### src/verilog/ixu_isa_pkg.sv
`default_nettype none

package ixu_isa_pkg;

  // which pipe a micro-op goes to
  typedef enum logic [1:0] {
    CLASS_ALU = 2'd0,
    CLASS_MUL = 2'd1,
    CLASS_DIV = 2'd2
  } ixu_op_class_t;

  // ops up to SLTU run in the ALU pipe, the rest in the multi-cycle pipe
  typedef enum logic [4:0] {
    OP_ADD   = 5'd0,
    OP_SUB   = 5'd1,
    OP_AND   = 5'd2,
    OP_OR    = 5'd3,
    OP_XOR   = 5'd4,
    OP_SLL   = 5'd5,
    OP_SRL   = 5'd6,
    OP_SRA   = 5'd7,
    OP_SLT   = 5'd8,
    OP_SLTU  = 5'd9,
    OP_MUL   = 5'd10,
    OP_MULH  = 5'd11,
    OP_MULHU = 5'd12,
    OP_DIV   = 5'd13,
    OP_DIVU  = 5'd14,
    OP_REM   = 5'd15,
    OP_REMU  = 5'd16
  } ixu_op_t;

endpackage

`default_nettype wire

### src/verilog/ixu_pipe_pkg.sv
`default_nettype none

package ixu_pipe_pkg;
  import ixu_isa_pkg::*;

  typedef logic [31:0] xlen_data_t;
  typedef logic [4:0]  reg_idx_t;
  typedef logic [4:0]  rob_tag_t;

  // micro-op as it comes from issue, operands still as register numbers
  typedef struct packed {
    ixu_op_class_t op_class;
    ixu_op_t       op;
    reg_idx_t      rs1;
    reg_idx_t      rs2;
    reg_idx_t      rd;
    logic          use_imm;
    xlen_data_t    imm;
    rob_tag_t      rob_tag;
  } ixu_issue_t;

  // operands already read, b is the immediate when use_imm was set
  typedef struct packed {
    ixu_op_t    op;
    xlen_data_t a;
    xlen_data_t b;
    reg_idx_t   rd;
    rob_tag_t   rob_tag;
  } ixu_exec_t;

  // one completion, also the register file write
  typedef struct packed {
    reg_idx_t   rd;
    xlen_data_t data;
    rob_tag_t   rob_tag;
  } ixu_result_t;

endpackage

`default_nettype wire

### src/verilog/wb_arbiter.sv
`timescale 1ns/10ps
`default_nettype none

module wb_arbiter
  import ixu_pipe_pkg::*;
(
  input  wire ixu_result_t mc_res_i,
  input  wire ixu_result_t alu_res_i,
  input  wire              mc_valid_i,
  input  wire              alu_valid_i,
  output logic             mc_ready_o,
  output logic             alu_ready_o,
  output ixu_result_t      cmp_o,
  output logic             cmp_valid_o,
  input  wire              cmp_ready_i,
  output logic             wr_en_o,
  output logic             clr_en_o,
  output reg_idx_t         clr_idx_o
);

  logic cmp_fire;

  // multi-cycle results go first so a long op is never starved by ALU traffic
  assign mc_ready_o  = cmp_ready_i;
  assign alu_ready_o = cmp_ready_i && !mc_valid_i;

  assign cmp_valid_o = mc_valid_i || alu_valid_i;
  assign cmp_o       = mc_valid_i ? mc_res_i : alu_res_i;

  // single transfer strobe for the register file and the scoreboard
  assign cmp_fire = cmp_valid_o && cmp_ready_i;

  // x0 results still complete, they just write nothing
  assign wr_en_o   = cmp_fire && (cmp_o.rd != '0);
  assign clr_en_o  = cmp_fire;
  assign clr_idx_o = cmp_o.rd;

endmodule

`default_nettype wire
### config.mk
export PLATFORM = sky130hd
export DESIGN_NAME = wb_arbiter
export DESIGN_NICKNAME = d
export VERILOG_FILES = /design/src/verilog/ixu_isa_pkg.sv /design/src/verilog/ixu_pipe_pkg.sv /design/src/verilog/wb_arbiter.sv
export SDC_FILE = /design/constraint.sdc
export NUM_CORES = 1
export LEC_CHECK = 0
export BUFFER_PORTS_ARGS = -buffer_cell sky130_fd_sc_hd__buf_2
export CAP_MARGIN = 5
export CORE_ASPECT_RATIO = 2
export CORE_MARGIN = 4
export CORE_UTILIZATION = 21
export DETAILED_ROUTE_END_ITERATION = 6
export PLACE_DENSITY = 0.79
export SLEW_MARGIN = 0
export SYNTH_ARGS = -nofsm -noshare
export SYNTH_HDL_FRONTEND = slang
export SYNTH_SLANG_ARGS = --single-unit
### constraint.sdc
create_clock -name vclk -period 1.23
set_input_delay 0.0615 -clock vclk [all_inputs]
set_output_delay 0.0615 -clock vclk [all_outputs]
set_load 0.02 [all_outputs]
; Word-level counts from Yosys, hierarchy flattened
; Index checks and enable logic that the tools add are counted.
[op_classes]
n_reduce_logical = 6
muxes = 1
[ops]
columns = operator, count
row1 = 42-bit two-way mux, 1
row2 = 5-bit nonzero test, 1
row3 = 1-bit logical AND, 3
row4 = 1-bit zero test, 1
row5 = 1-bit logical OR, 1
[word_totals]
out_inout_bits = 52
word_cells = 7
regBits = 0
in_bits = 87

; Longest topological paths before layout
[depth]
word_depth = 3
mapped_depth = 4
ltp_nobuf = 3

; Worst setup path before layout
; Ideal clock, no wire load.
[synth_timing]
kind = in2out
startpoint = input mc_valid_i
endpoint = output wr_en_o
path_stages = 4
n_path_buf = 1
required_ns = 1.168
arrival_ns = 1.279
slack_ns = -0.111
path_cell_list = buf_6 > mux2_2 > or4_1 > o21a_1
[synth_via]
elab_chain_cells = 3
elab_cells_between_ends = 5
classes_between = mux (1) / reduce/logical (4)
[synth_rtl]
columns = element, line
row1 = "start, declared", wb_arbiter.sv:9  ; input wire mc_valid_i,
row2 = 42-bit two-way mux, wb_arbiter.sv:28  ; assign cmp_o = mc_valid_i ? mc_res_i : alu_res_i;
row3 = named net clr_idx_o[4], wb_arbiter.sv:18  ; output reg_idx_t clr_idx_o
row4 = 5-bit nonzero test, wb_arbiter.sv:34  ; assign wr_en_o = cmp_fire && (cmp_o.rd != '0);
row5 = 1-bit logical AND, wb_arbiter.sv:34
row6 = "end, declared", wb_arbiter.sv:16  ; output logic wr_en_o,
; The timed path passes the listed nets, and every way through them passes these cells.

; Worst setup path in the final report
[layout_timing]
startpoint = input mc_valid_i
endpoint = output wr_en_o
[layout_via]
elab_chain_cells = 3
elab_cells_between_ends = 5
classes_between = mux (1) / reduce/logical (4)
[layout_rtl]
columns = element, line
row1 = 42-bit two-way mux or 1-bit logical OR (tied branches), "wb_arbiter.sv:28, wb_arbiter.sv:27"
row2 = 5-bit nonzero test or 1-bit logical AND (tied branches), "wb_arbiter.sv:34, wb_arbiter.sv:31"
row3 = 1-bit logical AND (*), wb_arbiter.sv:34
; Mark *: on every way between the ends. The rest lies on a longest branch, timed or not.

==> impl_metrics.json <==
{
  "relSlewSlack_pct": 89.4,
  "grt.total_usage_pct": 15.9,
  "grt-ovfl-total": 0,
  "antenna_found_initial": 0,
  "outcome": "finished, violations left",
  "cts_hold_buf": 0,
  "areaGrowthSynthToFinish_pct": 130,
  "grt_pass1_vias": 1148,
  "synthesis.nets": 145,
  "start_util_pct": 21.5,
  "start_kind": "input port",
  "maxCapViolCount": 0,
  "coreArea_um2": 2740,
  "hold_ws_ns": 0.379,
  "routed_wirelength_um": 3300,
  "drive_gt1_share_pct": 99.0,
  "min_period_ns": 1.38,
  "holdPathStages": 2,
  "layout_commonest_cell": "buf_2",
  "seqCellArea_um2": 0,
  "peakVddDrop_uv": 243,
  "synth_cell_types": 11,
  "diodes": 0,
  "worstSetupEndpointType": "output pin",
  "vias": 1043,
  "fin_ws_ns": -0.153,
  "gp_congestion": 0.736,
  "fp.dieH_um": 82.9,
  "netlist_instances": 58,
  "fp.dieW_um": 45.5,
  "final_cell_mix": "buf_2, mux2_2, buf_4, mux2_4, buf_6",
  "dpl_cell_area_um2": 1300,
  "viasPerCell": 4.66,
  "dpl.hpwl_um": 3090,
  "drc": 0,
  "clkbuf_count": 0,
  "arrival_ns": 1.32,
  "grt_max_degree": 21,
  "finalHoldViolations": 0,
  "synth_area_leaders": "mux2_2, buf_4, mux2_4",
  "final_nets": 284,
  "cp.required_ns": 1.17,
  "synth_top_area_share_pct": 76.4,
  "drt_pass1_iterations": 1,
  "path_max_fanout": 5,
  "synth_top_area_cell": "mux2_2",
  "rows": 27,
  "crit_type": "in -> out",
  "syn_area_um2": 589,
  "ioPinCount": 139,
  "finalSetupViolCount": 1,
  "design_area_um2": 1360,
  "hold_path.class": "in -> out",
  "power_density_nw_per_um2": 477,
  "wl_per_cell_um": 14.7,
  "grt_pass1_wl_um": 4750,
  "yosysSeqAreaShare_pct": 0,
  "drt_iter0_drc": 0,
  "tightest_slew_ns": 0.160,
  "rsz0062_at_grt": "yes",
  "drv_slew": 0,
  "cellLeakagePower_nw": 0.792,
  "numPortBuffers": 139,
  "die_area_um2": 3770,
  "violations": "negative setup slack",
  "fin_crit_sh_pct": 112,
  "max_freq_mhz": 723,
  "fin_total_pwr_mw": 0.647,
  "design.seq.count": 0,
  "ant_nets": 0,
  "syn_avg_cell_area_um2": 10.2,
  "ys_warn_count": 0
}
stage by stage:
stage                     worst slack, ns  instances  util, %  TNS (ns)
after floorplan                    -0.105         58        -    -0.105
after global placement             -0.240        222     47.6    -0.254
after detailed placement           -0.246        222     47.6    -0.289
after CTS                          -0.170        223     48.7    -0.170
after global routing               -0.192        224     49.5    -0.192
final                              -0.153        224     49.5    -0.153
where the power goes:
part / switching (mW) / leakage [nW] / internal, mW / total (mW)
Combinational: 0.322 / 0.792 / 0.325 / 0.647
Sequential: 0 / 0 / 0 / 0
Clock: 0 / 0 / 0 / 0
synthesized netlist by cell type:
library cell / count
mux2_4: 2
nor2b_1: 1
buf_4: 6
o21a_1: 1
mux2_2: 40
buf_6: 1
clkbuf_1: 1
buf_2: 3
and2_1: 1
or4_1: 1
or2_2: 1
critical path, cell delays in order:
cell	delay (ns)
buf_12	0.11
mux2_4	0.29
or4_4	0.52
o21a_2	0.21
buf_6	0.13
cell families (layout without fill, tap and decap cells):
family                 after synthesis  count (layout)  share of synthesized area (%)
buffers and inverters               11             148                           12.7
muxes                               42              42                           81.5
and+or+nand+nor                      4               4                           4.46
AOI/OAI and AO/OA                    1               1                           1.27
layout make-up:
| class | instances | area, um2 |
|---|---|---|
| multi-input combinational | 47 | 523 |
| fill | 288 | 1380 |
| timing repair buffer | 148 | 796 |
| tap | 29 | 36.3 |
per-layer routing:
metal,track usage [%],wire (um),vias up
li1,-,-,482
met1,16.0,969,443
met2,31.6,1660,118
met3,3.69,671,0
met4,0.533,0,0
met5,0,0,-
what timing repair did:
action | in CTS | in global routing
resized for setup | 6 | 4
pin swaps | 2 | 2
setup endpoints to repair | 3 | 4
buffers inserted | 1 | 1
worst paths after layout:
kind,to,start
worst max-delay path,wr_en_o,mc_valid_i
worst min-delay path,mc_ready_o,cmp_ready_i
Note: power is estimated with default switching activity, not from simulation.
