**src/verilog/ixu_isa_pkg.sv**
```systemverilog
`default_nettype none

package ixu_isa_pkg;

  // which pipe a micro-op goes to
  typedef enum logic [1:0] {
    CLASS_ALU = 2'd0,
    CLASS_MUL = 2'd1,
    CLASS_DIV = 2'd2
  } ixu_op_class_t;

  // ops up to SLTU run in the ALU pipe, the rest in the multi-cycle pipe
  typedef enum logic [4:0] {
    OP_ADD   = 5'd0,
    OP_SUB   = 5'd1,
    OP_AND   = 5'd2,
    OP_OR    = 5'd3,
    OP_XOR   = 5'd4,
    OP_SLL   = 5'd5,
    OP_SRL   = 5'd6,
    OP_SRA   = 5'd7,
    OP_SLT   = 5'd8,
    OP_SLTU  = 5'd9,
    OP_MUL   = 5'd10,
    OP_MULH  = 5'd11,
    OP_MULHU = 5'd12,
    OP_DIV   = 5'd13,
    OP_DIVU  = 5'd14,
    OP_REM   = 5'd15,
    OP_REMU  = 5'd16
  } ixu_op_t;

endpackage

`default_nettype wire

```
**src/verilog/ixu_pipe_pkg.sv**
```systemverilog
`default_nettype none

package ixu_pipe_pkg;
  import ixu_isa_pkg::*;

  typedef logic [31:0] xlen_data_t;
  typedef logic [4:0]  reg_idx_t;
  typedef logic [4:0]  rob_tag_t;

  // micro-op as it comes from issue, operands still as register numbers
  typedef struct packed {
    ixu_op_class_t op_class;
    ixu_op_t       op;
    reg_idx_t      rs1;
    reg_idx_t      rs2;
    reg_idx_t      rd;
    logic          use_imm;
    xlen_data_t    imm;
    rob_tag_t      rob_tag;
  } ixu_issue_t;

  // operands already read, b is the immediate when use_imm was set
  typedef struct packed {
    ixu_op_t    op;
    xlen_data_t a;
    xlen_data_t b;
    reg_idx_t   rd;
    rob_tag_t   rob_tag;
  } ixu_exec_t;

  // one completion, also the register file write
  typedef struct packed {
    reg_idx_t   rd;
    xlen_data_t data;
    rob_tag_t   rob_tag;
  } ixu_result_t;

endpackage

`default_nettype wire

```
**src/verilog/ixu_mc_pipe.sv**
```systemverilog
`timescale 1ns/10ps
`default_nettype none

module ixu_mc_pipe
  import ixu_isa_pkg::*;
  import ixu_pipe_pkg::*;
#(
  parameter int DIV_STEPS = 32
) (
  input  wire            core_clock_i,
  input  wire            rst_i,
  input  wire            core_flush_i,
  input  wire ixu_exec_t req_i,
  input  wire            req_valid_i,
  output logic           req_ready_o,
  output ixu_result_t    res_o,
  output logic           res_valid_o,
  input  wire            res_ready_i
);

  typedef enum logic [1:0] {
    IDLE,
    MULTIPLY,
    DIVIDE,
    HOLD
  } mc_state_t;

  mc_state_t          state_q;
  ixu_op_t            op_q;
  xlen_data_t         a_q;
  xlen_data_t         b_q;
  reg_idx_t           rd_q;
  rob_tag_t           rob_tag_q;
  xlen_data_t         data_q;
  logic               req_fire;
  logic               req_is_div;
  logic signed [32:0] mul_a;
  logic signed [32:0] mul_b;
  logic signed [65:0] product;
  xlen_data_t         mul_word;
  logic               div_done;
  xlen_data_t         div_res;

  // one micro-op at a time, the next may enter as the held result leaves
  assign req_ready_o = (state_q == IDLE) || ((state_q == HOLD) && res_ready_i);
  assign req_fire    = req_valid_i && req_ready_o;
  assign req_is_div  = (req_i.op == OP_DIV) || (req_i.op == OP_DIVU) ||
                       (req_i.op == OP_REM) || (req_i.op == OP_REMU);

  // second multiplier stage, operands sign extended only for MULH
  assign mul_a    = {(op_q == OP_MULH) && a_q[31], a_q};
  assign mul_b    = {(op_q == OP_MULH) && b_q[31], b_q};
  assign product  = mul_a * mul_b;
  assign mul_word = (op_q == OP_MUL) ? product[31:0] : product[63:32];

  // divider loads straight from the request on the transfer edge
  radix2_divider #(
    .DIV_STEPS(DIV_STEPS)
  ) u_divider (
    .core_clock_i(core_clock_i),
    .rst_i       (rst_i),
    .core_flush_i(core_flush_i),
    .start_i     (req_fire && req_is_div),
    .signed_i    ((req_i.op == OP_DIV) || (req_i.op == OP_REM)),
    .rem_i       ((req_i.op == OP_REM) || (req_i.op == OP_REMU)),
    .a_i         (req_i.a),
    .b_i         (req_i.b),
    .done_o      (div_done),
    .res_o       (div_res)
  );

  always_ff @(posedge core_clock_i) begin
    if (rst_i || core_flush_i) begin
      state_q <= IDLE;
    end else begin
      case (state_q)
        IDLE: begin
          if (req_fire) state_q <= req_is_div ? DIVIDE : MULTIPLY;
        end
        MULTIPLY: state_q <= HOLD;
        DIVIDE: begin
          if (div_done) state_q <= HOLD;
        end
        HOLD: begin
          if (req_fire) state_q <= req_is_div ? DIVIDE : MULTIPLY;
          else if (res_ready_i) state_q <= IDLE;
        end
        default: state_q <= IDLE;
      endcase
    end
  end

  always_ff @(posedge core_clock_i) begin
    if (req_fire) begin
      op_q      <= req_i.op;
      a_q       <= req_i.a;
      b_q       <= req_i.b;
      rd_q      <= req_i.rd;
      rob_tag_q <= req_i.rob_tag;
    end
    if (state_q == MULTIPLY) begin
      data_q <= mul_word;
    end else if ((state_q == DIVIDE) && div_done) begin
      data_q <= div_res;
    end
  end

  assign res_valid_o = (state_q == HOLD);
  assign res_o       = '{rd: rd_q, data: data_q, rob_tag: rob_tag_q};

endmodule

`default_nettype wire

```
**src/verilog/radix2_divider.sv**
```systemverilog
`timescale 1ns/10ps
`default_nettype none

module radix2_divider
  import ixu_pipe_pkg::*;
#(
  parameter int DIV_STEPS = 32
) (
  input  wire             core_clock_i,
  input  wire             rst_i,
  input  wire             core_flush_i,
  input  wire             start_i,
  input  wire             signed_i,
  input  wire             rem_i,
  input  wire xlen_data_t a_i,
  input  wire xlen_data_t b_i,
  output logic            done_o,
  output xlen_data_t      res_o
);

  localparam int CNT_W = $clog2(DIV_STEPS + 1);
  localparam logic [CNT_W-1:0] LAST_STEP = CNT_W'(DIV_STEPS - 1);

  logic             busy_q;
  logic [CNT_W-1:0] cnt_q;
  xlen_data_t       part_rem_q;
  xlen_data_t       quo_q;
  xlen_data_t       dvsr_q;
  xlen_data_t       dvnd_q;
  logic             want_rem_q;
  logic             q_neg_q;
  logic             r_neg_q;
  logic             dbz_q;
  logic             ovf_q;
  xlen_data_t       a_mag;
  xlen_data_t       b_mag;
  logic [32:0]      shifted;
  logic [33:0]      diff;
  logic             take;
  xlen_data_t       step_rem;
  xlen_data_t       step_quo;

  assign a_mag = (signed_i && a_i[31]) ? -a_i : a_i;
  assign b_mag = (signed_i && b_i[31]) ? -b_i : b_i;

  // one restoring step, the last one is taken combinationally into res_o
  assign shifted  = {part_rem_q, quo_q[31]};
  assign diff     = {1'b0, shifted} - {2'b00, dvsr_q};
  assign take     = !diff[33];
  assign step_rem = take ? diff[31:0] : shifted[31:0];
  assign step_quo = {quo_q[30:0], take};

  assign done_o = busy_q && (cnt_q == LAST_STEP);

  always_comb begin
    if (dbz_q) res_o = want_rem_q ? dvnd_q : '1;
    else if (ovf_q) res_o = want_rem_q ? '0 : dvnd_q;
    else if (want_rem_q) res_o = r_neg_q ? -step_rem : step_rem;
    else res_o = q_neg_q ? -step_quo : step_quo;
  end

  always_ff @(posedge core_clock_i) begin
    if (rst_i || core_flush_i) begin
      busy_q <= 1'b0;
      cnt_q  <= '0;
    end else if (start_i) begin
      busy_q <= 1'b1;
      cnt_q  <= '0;
    end else if (busy_q) begin
      if (done_o) busy_q <= 1'b0;
      cnt_q <= cnt_q + 1'b1;
    end
  end

  always_ff @(posedge core_clock_i) begin
    if (start_i) begin
      part_rem_q <= '0;
      quo_q      <= a_mag;
      dvsr_q     <= b_mag;
      dvnd_q     <= a_i;
      want_rem_q <= rem_i;
      // remainder takes the sign of the dividend
      q_neg_q    <= signed_i && (a_i[31] ^ b_i[31]);
      r_neg_q    <= signed_i && a_i[31];
      dbz_q      <= (b_i == '0);
      ovf_q      <= signed_i && (a_i == 32'h8000_0000) && (b_i == '1);
    end else if (busy_q) begin
      part_rem_q <= step_rem;
      quo_q      <= step_quo;
    end
  end

endmodule

`default_nettype wire

```
**config.mk**
```make
export PLATFORM = sky130hd
export DESIGN_NAME = ixu_mc_pipe
export DESIGN_NICKNAME = d
export VERILOG_FILES = /design/src/verilog/ixu_isa_pkg.sv /design/src/verilog/ixu_pipe_pkg.sv /design/src/verilog/ixu_mc_pipe.sv /design/src/verilog/radix2_divider.sv
export SDC_FILE = /design/constraint.sdc
export NUM_CORES = 2
export LEC_CHECK = 0
export ABC_AREA = 1
export BUFFER_PORTS_ARGS = -buffer_cell sky130_fd_sc_hd__buf_2
export CAP_MARGIN = 30
export CORE_ASPECT_RATIO = 1.75
export CORE_UTILIZATION = 48
export CTS_CLUSTER_DIAMETER = 40
export DETAILED_ROUTE_END_ITERATION = 8
export GPL_TIMING_DRIVEN = 0
export PLACE_DENSITY = 0.74
export SLEW_MARGIN = 20
export SYNTH_ARGS = -nofsm -noshare
export SYNTH_HDL_FRONTEND = slang
export SYNTH_HIERARCHICAL = 1
export SYNTH_SLANG_ARGS = --single-unit
```
**constraint.sdc**
```tcl
create_clock -name core_clock_i -period 17.7 [get_ports core_clock_i]
set_input_delay 1.77 -clock core_clock_i [delete_from_list [all_inputs] [get_ports core_clock_i]]
set_output_delay 1.77 -clock core_clock_i [all_outputs]
set_load 0.005 [all_outputs]
```
* After elaboration in Yosys (flattened, before gate mapping)
Index checks and enable logic that the tools add are counted.
Word-level totals: bits in latches 0, ROM bits 0, output and inout bits 44, memories 0, bits in writable memories 0, register bits after elaboration 253
Cells by class: order comparisons 0, bitwise operators 1, reduce and logical (&&, ||, !) cells 26, shifts and indexed selects 0, muxes and demuxes 24, equal/unequal tests 15, add/subtract/negate cells 6, div/mod/pow operators 0, multiply operators 1
Operators by type and width (count):
- two-way mux 32 bit | 15
- negation 32 bit | 4
- == test 32 bit, second input constant | 2
- multiplier 33 x 33 -> 64 bit | 1
- subtractor 33 x 32 -> 34 bit | 1
- logical NOT 32 bit | 1
- == test 5 x 4 -> 1 bit, second input constant | 5
- logical AND 1 bit | 12
- two-way mux 2 bit | 5
- one-hot mux 2 bit (4 select lines) | 1
- logical OR 1 bit | 7
- adder 6 x 1 -> 6 bit, second input constant | 1
- == test 6 x 5 -> 1 bit, second input constant | 1
- == test 5 bit, second input constant | 1
- == test 2 bit, second input constant | 2
- != test 2 bit, second input constant | 2
- nonzero test 2 bit | 2
- two-way mux 1 bit | 3
- != test 3 x 1 -> 1 bit, second input constant | 1
- AND reduction 3 bit | 1
- == test 2 x 1 -> 1 bit, second input constant | 1
- logical NOT 2 bit | 1
- OR reduction 2 bit | 1
- logical NOT 1 bit | 1
- bitwise XOR 1 bit | 1

* Longest topological paths before layout
depth in word-level cells 9, gate-level depth with buffers 36, gate-level depth less buffers 34

* Cells and area by module
The synthesis kept the hierarchy.
Modules (own cells, without submodules):
- ixu_mc_pipe | times used 1, area each 43944.6 µm², cells each 5279, sequential area each 3373.2 µm²
- radix2_divider | times used 1, area each 12122.9 µm², cells each 1859, sequential area each 3813.7 µm²

* Worst setup path before layout
OpenSTA, ideal clock, no wires.
path kind register to register, from reg op_q[0], to reg data_q[29], data pin, setup slack 9.901 ns, buffers on the path 2, stages on the path, launching flop included 35, clock period less this slack 7.799 ns, library setup time 0.252 ns, arrival time 7.547 ns, data required time 17.448 ns, path through edfxtp_1 nand3_1 nor2_1 inv_1 clkbuf_1 buf_1 nor2_1 fa_1 inv_1 fa_1 inv_1 fa_1 inv_1 fa_1 fa_1 inv_1 fa_1 inv_1 fa_1 fa_1 inv_1 ha_1 nand2_1 nor2_1 inv_1 nor2_1 nand2_1 nor3_1 nand2_2 nand3_1 nand2_1 nand3_1 nand2_1 nand2_1 nand2_1
Between the ends: word-level cells in the longest chain between the ends 5, elaborated cells on any way between the ends 7, classes of those cells 1 x mul; 2 x eq/ne; 2 x mux; 2 x reduce/logical
RTL lines:
- from (decl) | line ixu_mc_pipe.sv:29 | ixu_op_t op_q;
- from (signal assigned) | line ixu_mc_pipe.sv:95 | op_q <= req_i.op;
- == test 5 x 4 -> 1 bit | line ixu_mc_pipe.sv:51, ixu_mc_pipe.sv:52
- logical AND 1 bit, on equally long branches | line ixu_mc_pipe.sv:51, ixu_mc_pipe.sv:52
- multiplier 33 x 33 -> 64 bit | line ixu_mc_pipe.sv:53 | assign product = mul_a * mul_b;
- two-way mux 32 bit (*) | line ixu_mc_pipe.sv:54 | assign mul_word = (op_q == OP_MUL) ? product[31:0] : product[63:32];
- two-way mux 32 bit (*) | line ixu_mc_pipe.sv:101 | if (state_q == MULTIPLY) begin
- to (signal assigned) | line ixu_mc_pipe.sv:102 | data_q <= mul_word;
- to (signal assigned) | line ixu_mc_pipe.sv:104 | data_q <= div_res;
- to (decl) | line ixu_mc_pipe.sv:34 | xlen_data_t data_q;
Every way passes the cells marked *; elsewhere a longest branch is shown, timed or not. A chain may end at the register's enable or synchronous reset.

* Worst setup path in the final report
from reg op_q[4], to reg data_q[28], data pin
Same word-level chain as after synthesis.

==> metrics.yaml <==
drv_slew: 0
core_area_mm2: 0.116
cts.reportedPaths.clkPinSlew_ns: 0.07
rows: 165
holdPathEnd: "u_divider/cnt_q[5]$_SDFFE_PP0P_"
drive_gt1_frac: 0.0578
hpwl_um: 218000
drc_errors: 0
startpoint_type: "flip-flop"
cp_top_family: "adder cells"
finalCritPeriodShare: 0.649
rsz0062_at_grt: "false"
hold_viol_final: 0
slew-limit-headroom: 0.247
clock.fmax_mhz: 87.1
worst-path-max-fanout: 10
fp.dieArea_mm2: 0.118
hold-path-cell-count: 2
drtAntennaViolNets: 0
critical_path_buf_inv_count: 11
grt_first_pass_wirelength_um: 359000
crit_path_end_kind: "flip-flop"
cts_setup_buffers: 0
run_status: "completed"
cts_root_buf: "clkbuf_16"
grt_overflow_total: 0
syn_area_per_cell_um2: 7.85
fin_crit_ns: 11.49
syn_inst: 7138
area_growth_pct: 7.23
cts.path.max_buffers: 3
synth_cell_types: 56
gp_congestion: 1.11
cts_resized: 0
worst_pin_slew_ns: 1.13
critPathRequiredTime_ns: 17.97
synth_async_sr_flop_share: 0
cts_tree: "done"
syn_area_mm2: 0.0561
vias_per_cell: 5.60
yosysWarnings: 6
synth_edf_count: 212
die_width_um: 260
grt_pass1_vias: 52736
multi_input_area_mm2: 0.0407
cp_slowest_cell: "fa_1"
start_util: 0.485
num_io_pins: 128
timing.rr.start: "op_q[4]$_DFFE_PP_"
hp-class: "flip-flop to flip-flop"
finClkSkew_ns: 0.0332
die_y_um: 454
grt_max_degree: 48
nFillCells: 11439
antenna_found_initial: 12
crit_cells: 31
yosys-top-cells-area: "fa_1 (40%), nand2_1 (12%), inv_1 (12%)"
reg2regPathDepth: 31
post-synth-top-area-cell: "fa_1"
cts-htree-levels: 1
cts_hold_buf: 0
clock-sinks: 253
synth_top_area_share: 0.402
ys_ff_latch: 253
synth_top_cells_by_count: "nand2_1 (1867), inv_1 (1831), fa_1 (1126)"
firstDrtPassIters: 6
setup_violations: 0
numCtsBuffers: 22
routed_wirelength_um: 253000
fin_tns_setup_ns: 0
r2r-end: "data_q[28]$_DFFE_PP_"
synth_most_common_cell: "nand2_1"
avgRoutedWirePerCell_um: 28.5
clock_latency_ns: 0.60
synth_fp_nets: 8603
synth-main-ff-cell: "edfxtp_1"
vias: 49673
grt_util_all_layers: 0.439
min_from: "u_divider/cnt_q[5]$_SDFFE_PP0P_"
seqCellArea_mm2: 0.00719
cap_violations: 0
cpMostUsedCell: "inv_1"
ys_seq_area_frac: 0.128
crit_start: "op_q[4]$_DFFE_PP_"
crit_arrival_ns: 11.76
placement.io_buffers: 127
rrSetupSlack_ns: 6.21
critPathMaxStageDelay_ns: 0.96
fin_nets: 8813
drt_iter0_drc: 3969
path_class: "flip-flop to flip-flop"
-- cell families (layout without fill, tap and decap cells) --
family,Yosys count,count (layout),synth area share
and+or+nand+nor,2743,2743,0.201
AOI/OAI and AO/OA,522,522,0.0523
buffers and inverters,2151,2377,0.145
DFF,253,253,0.128
adders and majority gates,1381,1381,0.459
xor gates and xnor gates,88,88,0.0137
other,0,6,0
-- final cells by class --
class	count	area share
diodes	6	0.000250
clock buffers	25	0.00934
repair buffers	186	0.0232
flip-flops and latches	253	0.120
clock inverters	15	0.00264
plain buffers	296	0.0203
well taps	1503	0.0313
inverters	1855	0.116
multi-input cells	4734	0.678
-- tightest hold or removal path, delay by kind of cell (launching register included) --
family,cells,cell delay [ns]
AO/OA/AOI/OAI,1,0.05
buffers and inverters,1,0.06
flip-flops,1,0.31
-- worst max path at each step --
stage | endpoint | slack [ns]
4_1_cts | data_q[31]$_DFFE_PP_ | 6.96
5_1_grt | data_q[28]$_DFFE_PP_ | 6.17
3_3_place_gp | u_divider/quo_q[4]$_DFFE_PP_ | 5.49
6_report | data_q[28]$_DFFE_PP_ | 6.21
2_1_floorplan | data_q[29]$_DFFE_PP_ | 9.90
3_5_place_dp | data_q[31]$_DFFE_PP_ | 7.02
-- layer usage --
metal / up-vias / part of all wire / track usage
met5: - / 0.00036 / 0
met4: 12 / 0.16 / 0.530
met3: 1264 / 0.072 / 0.0851
met2: 2604 / 0.49 / 0.752
met1: 24467 / 0.28 / 0.398
li1: 21326 / - / -
-- through the flow --
step,area [µm²],hold slack [ns],utilization,cells,setup WS [ns]
global route,60100,0.502,0.520,8867,6.17
detailed placement,59200,0.456,0.512,8814,7.02
CTS,60000,0.467,0.519,8854,6.96
global placement,58600,0.451,0.507,8768,5.49
floorplan,56100,0.439,-,7138,9.90
finish,60100,0.469,0.520,8873,6.21
-- cells in the final DEF (no fill, tap or decap), types with 55 or more instances in the layout --
cell type	instances
nand3_1	249
fa_1	1125
nand2_1	1866
o21ai_0	189
inv_1	1830
nor2_1	387
buf_2	138
a21oi_1	178
clkbuf_1	252
xor2_1	55
ha_1	255
edfxtp_1	212
-- flip-flops by register name, summed over array words and instances, names as in the netlist, 5 cells and up --
register	flops
a_q	32
op_q	5
u_divider/dvsr_q	32
b_q	32
rd_q	5
u_divider/cnt_q	6
rob_tag_q	5
u_divider/part_rem_q	32
u_divider/quo_q	32
u_divider/dvnd_q	32
data_q	32
Power is left out: the tool's default activity adds up to more than one toggle a clock period on the data nets, which glitch-free logic cannot reach.
