### src/verilog/ixu_isa_pkg.sv
`default_nettype none

package ixu_isa_pkg;

  // which pipe a micro-op goes to
  typedef enum logic [1:0] {
    CLASS_ALU = 2'd0,
    CLASS_MUL = 2'd1,
    CLASS_DIV = 2'd2
  } ixu_op_class_t;

  // ops up to SLTU run in the ALU pipe, the rest in the multi-cycle pipe
  typedef enum logic [4:0] {
    OP_ADD   = 5'd0,
    OP_SUB   = 5'd1,
    OP_AND   = 5'd2,
    OP_OR    = 5'd3,
    OP_XOR   = 5'd4,
    OP_SLL   = 5'd5,
    OP_SRL   = 5'd6,
    OP_SRA   = 5'd7,
    OP_SLT   = 5'd8,
    OP_SLTU  = 5'd9,
    OP_MUL   = 5'd10,
    OP_MULH  = 5'd11,
    OP_MULHU = 5'd12,
    OP_DIV   = 5'd13,
    OP_DIVU  = 5'd14,
    OP_REM   = 5'd15,
    OP_REMU  = 5'd16
  } ixu_op_t;

endpackage

`default_nettype wire

### src/verilog/ixu_pipe_pkg.sv
`default_nettype none

package ixu_pipe_pkg;
  import ixu_isa_pkg::*;

  typedef logic [31:0] xlen_data_t;
  typedef logic [4:0]  reg_idx_t;
  typedef logic [4:0]  rob_tag_t;

  // micro-op as it comes from issue, operands still as register numbers
  typedef struct packed {
    ixu_op_class_t op_class;
    ixu_op_t       op;
    reg_idx_t      rs1;
    reg_idx_t      rs2;
    reg_idx_t      rd;
    logic          use_imm;
    xlen_data_t    imm;
    rob_tag_t      rob_tag;
  } ixu_issue_t;

  // operands already read, b is the immediate when use_imm was set
  typedef struct packed {
    ixu_op_t    op;
    xlen_data_t a;
    xlen_data_t b;
    reg_idx_t   rd;
    rob_tag_t   rob_tag;
  } ixu_exec_t;

  // one completion, also the register file write
  typedef struct packed {
    reg_idx_t   rd;
    xlen_data_t data;
    rob_tag_t   rob_tag;
  } ixu_result_t;

endpackage

`default_nettype wire

### src/verilog/ixu_dispatch.sv
`timescale 1ns/10ps
`default_nettype none

module ixu_dispatch
  import ixu_isa_pkg::*;
  import ixu_pipe_pkg::*;
(
  input  wire             core_clock_i,
  input  wire             rst_i,
  input  wire             core_flush_i,
  input  wire ixu_issue_t issue_i,
  input  wire             issue_valid_i,
  output logic            issue_ready_o,
  output reg_idx_t        rs1_idx_o,
  output reg_idx_t        rs2_idx_o,
  input  wire xlen_data_t rs1_data_i,
  input  wire xlen_data_t rs2_data_i,
  output ixu_exec_t       alu_req_o,
  output ixu_exec_t       mc_req_o,
  output logic            alu_valid_o,
  output logic            mc_valid_o,
  input  wire             alu_ready_i,
  input  wire             mc_ready_i,
  input  wire             clr_en_i,
  input  wire reg_idx_t   clr_idx_i
);

  logic [31:0] pending_q;
  logic        to_alu;
  logic        target_ready;
  logic        hazard;
  logic        can_go;
  logic        issue_fire;
  ixu_exec_t   exec_req;

  assign to_alu       = (issue_i.op_class == CLASS_ALU);
  assign target_ready = to_alu ? alu_ready_i : mc_ready_i;
  assign hazard       = pending_q[issue_i.rs1] || pending_q[issue_i.rs2] ||
                        pending_q[issue_i.rd];
  // nothing leaves dispatch in a flush cycle
  assign can_go       = !hazard && !core_flush_i;

  assign issue_ready_o = target_ready && can_go;
  assign issue_fire    = issue_valid_i && issue_ready_o;
  assign alu_valid_o   = issue_valid_i && to_alu && can_go;
  assign mc_valid_o    = issue_valid_i && !to_alu && can_go;

  assign rs1_idx_o = issue_i.rs1;
  assign rs2_idx_o = issue_i.rs2;

  always_comb begin
    exec_req.op      = issue_i.op;
    exec_req.a       = rs1_data_i;
    exec_req.b       = issue_i.use_imm ? issue_i.imm : rs2_data_i;
    exec_req.rd      = issue_i.rd;
    exec_req.rob_tag = issue_i.rob_tag;
  end

  assign alu_req_o = exec_req;
  assign mc_req_o  = exec_req;

  always_ff @(posedge core_clock_i) begin
    if (rst_i || core_flush_i) begin
      pending_q <= '0;
    end else begin
      if (clr_en_i) pending_q[clr_idx_i] <= 1'b0;
      // set comes last so it wins over a clear of the same register
      if (issue_fire && (issue_i.rd != '0)) pending_q[issue_i.rd] <= 1'b1;
    end
  end

endmodule

`default_nettype wire

### config.mk
export PLATFORM = sky130hd
export DESIGN_NAME = ixu_dispatch
export DESIGN_NICKNAME = d
export VERILOG_FILES = /design/src/verilog/ixu_isa_pkg.sv /design/src/verilog/ixu_pipe_pkg.sv /design/src/verilog/ixu_dispatch.sv
export SDC_FILE = /design/constraint.sdc
export NUM_CORES = 1
export LEC_CHECK = 0
export ABC_AREA = 1
export BUFFER_PORTS_ARGS = -buffer_cell sky130_fd_sc_hd__buf_2
export CAP_MARGIN = 20
export CELL_PAD_IN_SITES_DETAIL_PLACEMENT = 0
export CELL_PAD_IN_SITES_GLOBAL_PLACEMENT = 1
export CORE_ASPECT_RATIO = 2
export CORE_MARGIN = 5
export CORE_UTILIZATION = 26
export CTS_CLUSTER_SIZE = 28
export DETAILED_ROUTE_END_ITERATION = 8
export PLACE_DENSITY_LB_ADDON = 0.1
export SLEW_MARGIN = 20
export SYNTH_ARGS = -nofsm -noshare
export SYNTH_HDL_FRONTEND = slang
export SYNTH_SLANG_ARGS = --single-unit
### constraint.sdc
create_clock -name core_clock_i -period 1.85 [get_ports core_clock_i]
set_input_delay 0.0925 -clock core_clock_i [delete_from_list [all_inputs] [get_ports core_clock_i]]
set_output_delay 0.0925 -clock core_clock_i [all_outputs]
set_load 0.02 [all_outputs]
==> After elaboration in Yosys (flattened, before gate mapping) <==
Index checks and enable logic that the tools add are counted.
{ "totals": {"regBits": 32, "in_bits": 136, "wordCells": 43} }
{ "classes": {"magnitude_cmp": 6, "muxes": 15, "bitwise": 3, "n_reduce_logical": 18} }
{ "ops": {"columns": ["op", "n"], "rows": [
  ["2-to-1 mux 32 bit", 4],
  ["AND 32 bit", 1],
  ["inverter 32 bit", 1],
  ["bitwise OR 32 bit", 1],
  ["less-than comparator 5 x 6 -> 1 bit, second input constant", 4],
  ["binary-select mux 1 bit (select 5 bit)", 3],
  ["demux 1 bit (select 5 bit)", 2],
  [">= comparator 5 x 1 -> 1 bit, second input constant", 2],
  ["logical AND 1 bit", 10],
  ["2-to-1 mux 1 bit", 6],
  ["nonzero test 5 bit", 1],
  ["zero test 1 bit", 3],
  ["logical OR 1 bit", 3],
  ["zero test 2 bit", 1]
]} }

==> Longest topological paths before layout <==
Gate-level depths: netlist of run 1.
{ "depth": {"word_depth": 10, "mapped_depth": 16, "ltp_nobuf": 14} }

==> Least setup slack after synthesis of run 1 <==
No wires, ideal clock.
{ "synth_timing": {"kind": "in2out", "start": "input port issue_i[38] (netlist name)", "end": "output port alu_valid_o", "arrival_ns": 1.528, "path_slack_ns": 0.229, "path_stages": 12, "n_path_buf": 3, "cell_sequence": "buf_6 buf_6 nand2_2 o21ai_2 o21ai_0 nand2_1 nor2_2 nand2_2 nor2_4 buf_6 nand2_1 nor2_1"} }
{ "synth_via": {"elab_chain_cells": 6} }
{ "synth_lines": {"columns": ["element", "line", "text"], "rows": [
  ["start, declared", "ixu_dispatch.sv:11", "input wire ixu_issue_t issue_i,"],
  ["binary-select mux 1 bit (select 5 bit)", "ixu_dispatch.sv:39", "pending_q[issue_i.rd];"],
  ["2-to-1 mux 1 bit (not written as such)", "ixu_dispatch.sv:39", null],
  ["logical OR 1 bit", "ixu_dispatch.sv:38", "assign hazard = pending_q[issue_i.rs1] || pending_q[issue_i.rs2] ||"],
  ["zero test 1 bit", "ixu_dispatch.sv:41", "assign can_go = !hazard && !core_flush_i;"],
  ["logical AND 1 bit", "ixu_dispatch.sv:41", null],
  ["logical AND 1 bit", "ixu_dispatch.sv:45", "assign alu_valid_o = issue_valid_i && to_alu && can_go;"],
  ["end, declared", "ixu_dispatch.sv:20", "output logic alu_valid_o,"]
]} }
No other way between the ends. The select of a mux whose other input is x is not followed.

==> Worst setup path after layout of run 1 <==
{ "layout_timing": {"start": "register pending_q[30]", "end": "output port alu_valid_o"} }
{ "layout_via": {"elab_chain_cells": 7, "elab_cells_between_ends": 11} }
{ "layout_lines": {"columns": ["element", "line", "text"], "rows": [
  ["start, declared", "ixu_dispatch.sv:28", "logic [31:0] pending_q;"],
  ["start signal, assigned", "ixu_dispatch.sv:64", "pending_q <= '0;"],
  ["start signal, assigned by index", "ixu_dispatch.sv:66", "if (clr_en_i) pending_q[clr_idx_i] <= 1'b0;"],
  ["start signal, assigned by index", "ixu_dispatch.sv:68", "if (issue_fire && (issue_i.rd != '0)) pending_q[issue_i.rd] <= 1'b1;"],
  ["binary-select mux 1 bit (select 5 bit)", "ixu_dispatch.sv:38", null],
  ["2-to-1 mux 1 bit (not written as such)", "ixu_dispatch.sv:38", null],
  ["logical OR 1 bit", "ixu_dispatch.sv:38", null],
  ["logical OR 1 bit (*)", "ixu_dispatch.sv:38", null],
  ["zero test 1 bit (*)", "ixu_dispatch.sv:41", null],
  ["logical AND 1 bit (*)", "ixu_dispatch.sv:41", null],
  ["logical AND 1 bit (*)", "ixu_dispatch.sv:45", null]
]} }
Every way passes the cells marked *; elsewhere a longest branch is shown, timed or not. The select of a mux whose other input is x is not followed.

==> results.sh, run 1 <==
export IMPL_synth_top_area_share_pct=25.7
export IMPL_ys_seq_elements=32
export IMPL_track_usage_pct=19.2
export IMPL_place_area_um2=4170
export IMPL_core_area_um2=15200
export IMPL_max_stage_delay_ns=0.36
export IMPL_largest_register="pending_q"
export IMPL_ys_flop_type="dfxtp_1"
export IMPL_syn_area_per_cell_um2=6.37
export IMPL_clock_latency_ns=0.28
export IMPL_root_buffer="clkbuf_16"
export IMPL_fmax_mhz=511
export IMPL_gp_congestion=0.974
export IMPL_synth_largest_area_cell="buf_4"
export IMPL_rr_endpoint="pending_q[30]"
export IMPL_clkSinkCount=32
export IMPL_final_cells=876
export IMPL_postSynthCellCount=629
export IMPL_grt_max_degree=33
export IMPL_grt_busiest_layer="met2"
export IMPL_slew_violations=0
export IMPL_fin_worst_skew_ns=0.00206
export IMPL_fin_crit_ns=1.96
export IMPL_io_buffer_count=180
export IMPL_cap_violations=0
export IMPL_crit_type="register to output port"
export IMPL_wire_per_inst_um=21.0
export IMPL_pwr_share_comb_pct=37.3
export IMPL_largest_register_ffs=32
export IMPL_ys_top_cells_by_area="buf_4, dfxtp_1, nand2_1"
export IMPL_h_tree_depth=2
export IMPL_p_seq_share_pct=28.0
export IMPL_vias=4350
export IMPL_intPower_mw=1.54
export IMPL_antennaDiodeCount=0
export IMPL_vias_per_cell=4.97
export IMPL_drive_gt1_share_pct=44.1
export IMPL_rows=64
export IMPL_cpLargestDelayFamily="simple AND/OR/NAND/NOR gates"
export IMPL_crit_fanout=4
export IMPL_setup_violations=34
export IMPL_cp_arrival_ns=1.86
export IMPL_slew_headroom_pct=47.4
export IMPL_firstDrtPassIters=4
export IMPL_ctsLongestPathBuffers=2
export IMPL_placed_cells=863
export IMPL_reg_top3="pending_q: 32 flops"
export IMPL_crit_top_cell="nand2_1"
export IMPL_rr_startpoint="pending_q[30]"
export IMPL_p_clk_share_pct=34.6
export IMPL_hp_class="input pin to output port"
export IMPL_status="finished, violations left"
export IMPL_antenna_found_initial=0
export IMPL_syn_to_final_growth_pct=12.8
export IMPL_cp_slowest_cell="dfxtp_2"
export IMPL_ant_nets=0
export IMPL_cts_tree="done"
export IMPL_cts_hold_buf=0
export IMPL_drtIter0Drc=294
export IMPL_use_met1_pct=18.5
export IMPL_cp_num_buf_inv=1
export IMPL_async_flop_share_pct=0
export IMPL_crit_path_end_kind="output port"
export IMPL_worst_slack_ns=-0.107
export IMPL_synth_edf_count=0
export IMPL_utilization_pct=29.7
export IMPL_post_route_period_util_pct=106
export IMPL_p_leak_nw=2.02
export IMPL_fin_nets=813
export IMPL_rrSetupSlack_ns=-0.08
export IMPL_cp_required_ns=1.76
export IMPL_grt_overflow_total=0
export IMPL_syn_nets=765
export IMPL_die_w_um=97.8
export IMPL_wirelength_um=18400
export IMPL_drc_errors=0
export IMPL_start_util_pct=26.3
export IMPL_finalSetupTns_ns=-1.59
export IMPL_syn_cell_area_um2=4010
export IMPL_dieArea_um2=18100
export IMPL_grt_pass1_wl_um=26200
export IMPL_postLayoutCellArea_um2=4520
export IMPL_io_pins=307
export IMPL_cts_buffers=5
export IMPL_crit_chain="nand2_1 > nand2_1 > nand2_1 > nand2_1 > nand2_1 > nand2_1 > nor2_1 > nand2_1 > nor2_2 > nand2_2 > nor2_4 > nand2_4 > nor2_4 > buf_6"
export IMPL_timing_hold_ws_ns=0.185
export IMPL_p_total_mw=2.42
export IMPL_worst_slew_pin_transition_ns=0.789
export IMPL_finalHoldViolations=0
export IMPL_clk_pin_slew_worst_paths_ns=0.05
export IMPL_startpoint_type="register"
export IMPL_rsz0062_at_grt="true"
export IMPL_met2_usage_pct=36.5
export IMPL_hold_depth=0
export IMPL_whs_endpoint="alu_req_o[47]"
export IMPL_hp_start="rs1_data_i[5]"
export IMPL_seq_area_frac_synth_pct=16.0
export IMPL_powerDensity_nw_per_um2=536
export IMPL_ys_warn_count=0
export IMPL_grt_pass1_vias=4402
export IMPL_use_met3_pct=3.23
export IMPL_yosysUniqueCellTypes=27
export IMPL_vdd_drop_max_uv=321
export IMPL_power_switching_uw=882
export IMPL_die_h_um=186
export IMPL_violations="negative setup slack"
export IMPL_reg2regPathDepth=15
export IMPL_dp_hpwl_um=15000
export IMPL_p_sw_share_pct=36.4
export IMPL_dp_worst_setup_slack_ns=-0.0677
==> placed cells by master, fill, tap and decap left out, types with 5 or more instances in the layout <==
master / netlist / final
buf_2: 12 / 177
nand2_1: 120 / 114
nor2_1: 61 / 58
nand3_1: 50 / 50
o21ai_0: 48 / 48
mux2_2: 32 / 32
nand4_1: 31 / 31
inv_1: 33 / 30
a21oi_1: 33 / 28
buf_4: 137 / 19
dfxtp_2: 0 / 18
nand2_2: 3 / 8
dfxtp_4: 0 / 8
nor3_1: 7 / 7
clkbuf_16: 0 / 6
dfxtp_1: 32 / 6
inv_2: 2 / 5
a21oi_2: 0 / 5
buf_12: 0 / 5
==> layer usage <==
layer / routed length (um) / vias up
met5: 0 / -
met4: 1280 / 0
met3: 1230 / 53
met2: 9810 / 246
met1: 6060 / 2007
li1: - / 2044
==> what timing repair did <==
| item | CTS | global route |
|---|---|---|
| pin swaps | 4 | 7 |
| resized for setup | 41 | 23 |
| setup buffers | 2 | 2 |
| setup endpoints to repair | 3 | 34 |
| gates cloned | 0 | 1 |
==> power by group through the flow <==
stage	Clock, mW	Combinational, mW	Sequential, mW
5_1_grt	0.885	0.965	0.679
3_3_place_gp	0	0.877	0.706
3_5_place_dp	0	0.873	0.706
6_report	0.839	0.905	0.679
2_1_floorplan	0	0.866	0.705
4_1_cts	0.849	0.886	0.685
==> synthesized netlist by cell type, types with 2 or more instances <==
cell      instances
buf_4           137
nand2_1         120
nor2_1           61
nand3_1          50
o21ai_0          48
a21oi_1          33
inv_1            33
dfxtp_1          32
mux2_2           32
nand4_1          31
buf_2            12
buf_6             7
nor3_1            7
clkbuf_1          5
buf_1             3
nand2_2           3
o211ai_1          3
inv_2             2
o21ai_1           2
==> area by class of cell <==
| type | instances | area, um^2 |
|---|---|---|
| Fill cell | 1772 | 10700 |
| Multi-Input combinational cell | 397 | 2110 |
| Timing Repair Buffer | 205 | 1190 |
| Sequential cell | 32 | 693 |
| Tap cell | 198 | 248 |
| Clock buffer | 8 | 146 |
| Inverter | 36 | 138 |
==> logic make-up after synthesis <==
kind of cell / share of synthesized area [%]
and+or+nand+nor: 30.3
buffers and inverters: 33.3
AOI/OAI and AO/OA: 11.4
muxes: 8.99
DFF: 16.0
==> worst max-delay path by stage <==
stage | cells after the start | slack, ns | from | endpoint
6_report | 14 | -0.11 | pending_q[30] | alu_valid_o
5_1_grt | 14 | -0.22 | pending_q[10] | alu_valid_o
4_1_cts | 14 | -0.12 | pending_q[10] | mc_valid_o
3_5_place_dp | 12 | -0.07 | issue_i[38] | issue_ready_o
3_3_place_gp | 14 | -0.07 | issue_i[38] | pending_q[28]
2_1_floorplan | 12 | 0.23 | issue_i[38] | alu_valid_o
(Power assumes the default switching activity.)
==> inputs of run 2 (changes only) <==
Settings changed: CORE_UTILIZATION 26 to 25.
==> run 2 against run 1 <==
  * Largest power group unchanged
  * Via count grew 1.3%
  * Sequential power is 0.6% higher
  * The flow still finishes with violations (negative setup slack)
  * Clock power rose by 5.1%
  * Non-clock buffer count rose by 15
  * Global-route usage shrank 0.85 points
==> results.sh, run 2 (synthesis gave the netlist of run 1 again) <==
export IMPL_status="finished, violations left"
export IMPL_violations="negative setup slack"
export IMPL_p_leak_nw=2.09
export IMPL_worst_slew_pin_transition_ns=0.756
export IMPL_cp_required_ns=1.76
export IMPL_cap_violations=0
export IMPL_fin_nets=828
export IMPL_finalSetupTns_ns=-1.13
export IMPL_grt_overflow_total=0
export IMPL_worst_slack_ns=-0.110
export IMPL_slew_headroom_pct=49.6
export IMPL_startpoint_type="register"
export IMPL_rsz0062_at_grt="true"
export IMPL_drc_errors=0
export IMPL_ctsLongestPathBuffers=2
export IMPL_cp_arrival_ns=1.87
export IMPL_clock_latency_ns=0.28
export IMPL_root_buffer="clkbuf_16"
export IMPL_final_cell_mix="buf_2, nand2_1, nor2_1"
export IMPL_wire_per_inst_um=20.2
export IMPL_antenna_found_initial=0
export IMPL_p_seq_share_pct=27.3
export IMPL_grt_pass1_vias=4275
export IMPL_max_stage_delay_ns=0.36
export IMPL_pwr_share_comb_pct=37.5
export IMPL_gp_congestion=0.862
export IMPL_clk_pin_slew_worst_paths_ns=0.05
export IMPL_clkSinkCount=32
export IMPL_crit_top_cell="nand2_2"
export IMPL_largest_register="pending_q"
export IMPL_cts_hold_buf=0
export IMPL_io_pins=307
export IMPL_p_sw_share_pct=36.3
export IMPL_syn_to_final_growth_pct=15.8
export IMPL_core_area_um2=15800
export IMPL_dieArea_um2=18800
export IMPL_reg_top3="pending_q: 32 flops"
export IMPL_fin_worst_skew_ns=0.00324
export IMPL_io_buffer_count=180
export IMPL_antennaDiodeCount=0
export IMPL_firstDrtPassIters=6
export IMPL_wirelength_um=18000
export IMPL_crit_path_end_kind="output port"
export IMPL_p_clk_share_pct=35.2
export IMPL_drtIter0Drc=271
export IMPL_cts_buffers=5
export IMPL_vias_per_cell=4.93
export IMPL_die_w_um=99.5
export IMPL_hp_class="input pin to output port"
export IMPL_dp_worst_setup_slack_ns=-0.107
export IMPL_grt_max_degree=33
export IMPL_rows=65
export IMPL_grt_pass1_wl_um=25600
export IMPL_fmax_mhz=510
export IMPL_start_util_pct=25.4
export IMPL_powerDensity_nw_per_um2=540
export IMPL_ant_nets=0
export IMPL_post_route_period_util_pct=106
export IMPL_slew_violations=0
export IMPL_layout_commonest_cell="buf_2"
export IMPL_cp_slowest_cell="dfxtp_4"
export IMPL_vias=4405
export IMPL_setup_violations=33
export IMPL_dp_hpwl_um=15100
export IMPL_rrSetupSlack_ns=-0.06
export IMPL_fin_crit_ns=1.96
export IMPL_largest_register_ffs=32
export IMPL_cts_tree="done"
export IMPL_vdd_drop_max_uv=253
export IMPL_crit_type="register to output port"
export IMPL_finalHoldViolations=0
export IMPL_h_tree_depth=2
export IMPL_crit_chain="nand2_1 > nand2_1 > nand2_1 > nand2_2 > nand2_2 > nand2_2 > nor2_4 > nand2_2 > nor2_2 > nand2_2 > nor2_4 > nand2_2 > nor2_1 > buf_4"
export IMPL_power_switching_uw=909
export IMPL_drive_gt1_share_pct=46.0
export IMPL_track_usage_pct=18.4
export IMPL_die_h_um=189
export IMPL_crit_fanout=4
export IMPL_intPower_mw=1.60
[run 2: changes by cell type in the layout (fill, tap and decap cells not counted), sizes merged]
cell,previous run,this run
clkbuf,9,8
buf,204,219
[run 2: power groups by stage]
stage | combinational (mW) | sequential (mW) | clock (mW)
2_1_floorplan | 0.866 | 0.705 | 0
3_3_place_gp | 0.926 | 0.706 | 0
3_5_place_dp | 0.919 | 0.706 | 0
4_1_cts | 0.930 | 0.689 | 0.901
5_1_grt | 1.01 | 0.683 | 0.913
6_report | 0.940 | 0.683 | 0.882
[run 2: layer usage]
layer | track usage (%) | vias to the layer above | wire length [um]
li1 | - | 2076 | -
met1 | 19.0 | 2000 | 6190
met2 | 33.7 | 282 | 9350
met3 | 2.80 | 47 | 1440
met4 | 11.4 | 0 | 1060
met5 | 0 | - | 0
[run 2: worst max-delay path, delay by kind of cell (launching register included)]
kind | cells | cell delay [ns]
and+or+nand+nor | 13 | 1.06
DFF | 1 | 0.36
buffers and inverters | 1 | 0.14
[run 2: worst paths after layout]
path	from	end	cells past startpoint
max reg2reg	pending_q[22]	pending_q[29]	15
min reg2reg	pending_q[24]	pending_q[24]	2
min	issue_i[3]	alu_req_o[3]	0
max	pending_q[22]	alu_valid_o	14
[run 2: per-stage QoR]
stage          hold slack (ns)  instance area [um^2]  cells  power (mW)  utilization (%)
5_1_grt                  0.185                  4640    893        2.60             29.4
3_3_place_gp             0.185                  4310    882        1.63             27.3
4_1_cts                  0.185                  4510    891        2.52             28.6
6_report                 0.185                  4640    893        2.50             29.4
2_1_floorplan            0.256                  4010    629        1.57                -
3_5_place_dp             0.185                  4310    882        1.62             27.3
[run 2: cell type report]
type | instances | area (um^2)
timing repair buffer | 220 | 1310
clock buffer | 7 | 153
inverter | 36 | 138
fill | 1856 | 11100
multi-input combinational | 397 | 2110
tap | 201 | 251
sequential | 32 | 679
[run 2: repair_timing]
| action | CTS | global route |
|---|---|---|
| pin swaps | 3 | 10 |
| gates cloned | 0 | 1 |
| endpoints found under the setup margin | 34 | 34 |
| resized for setup | 19 | 40 |
| buffers inserted | 2 | 1 |
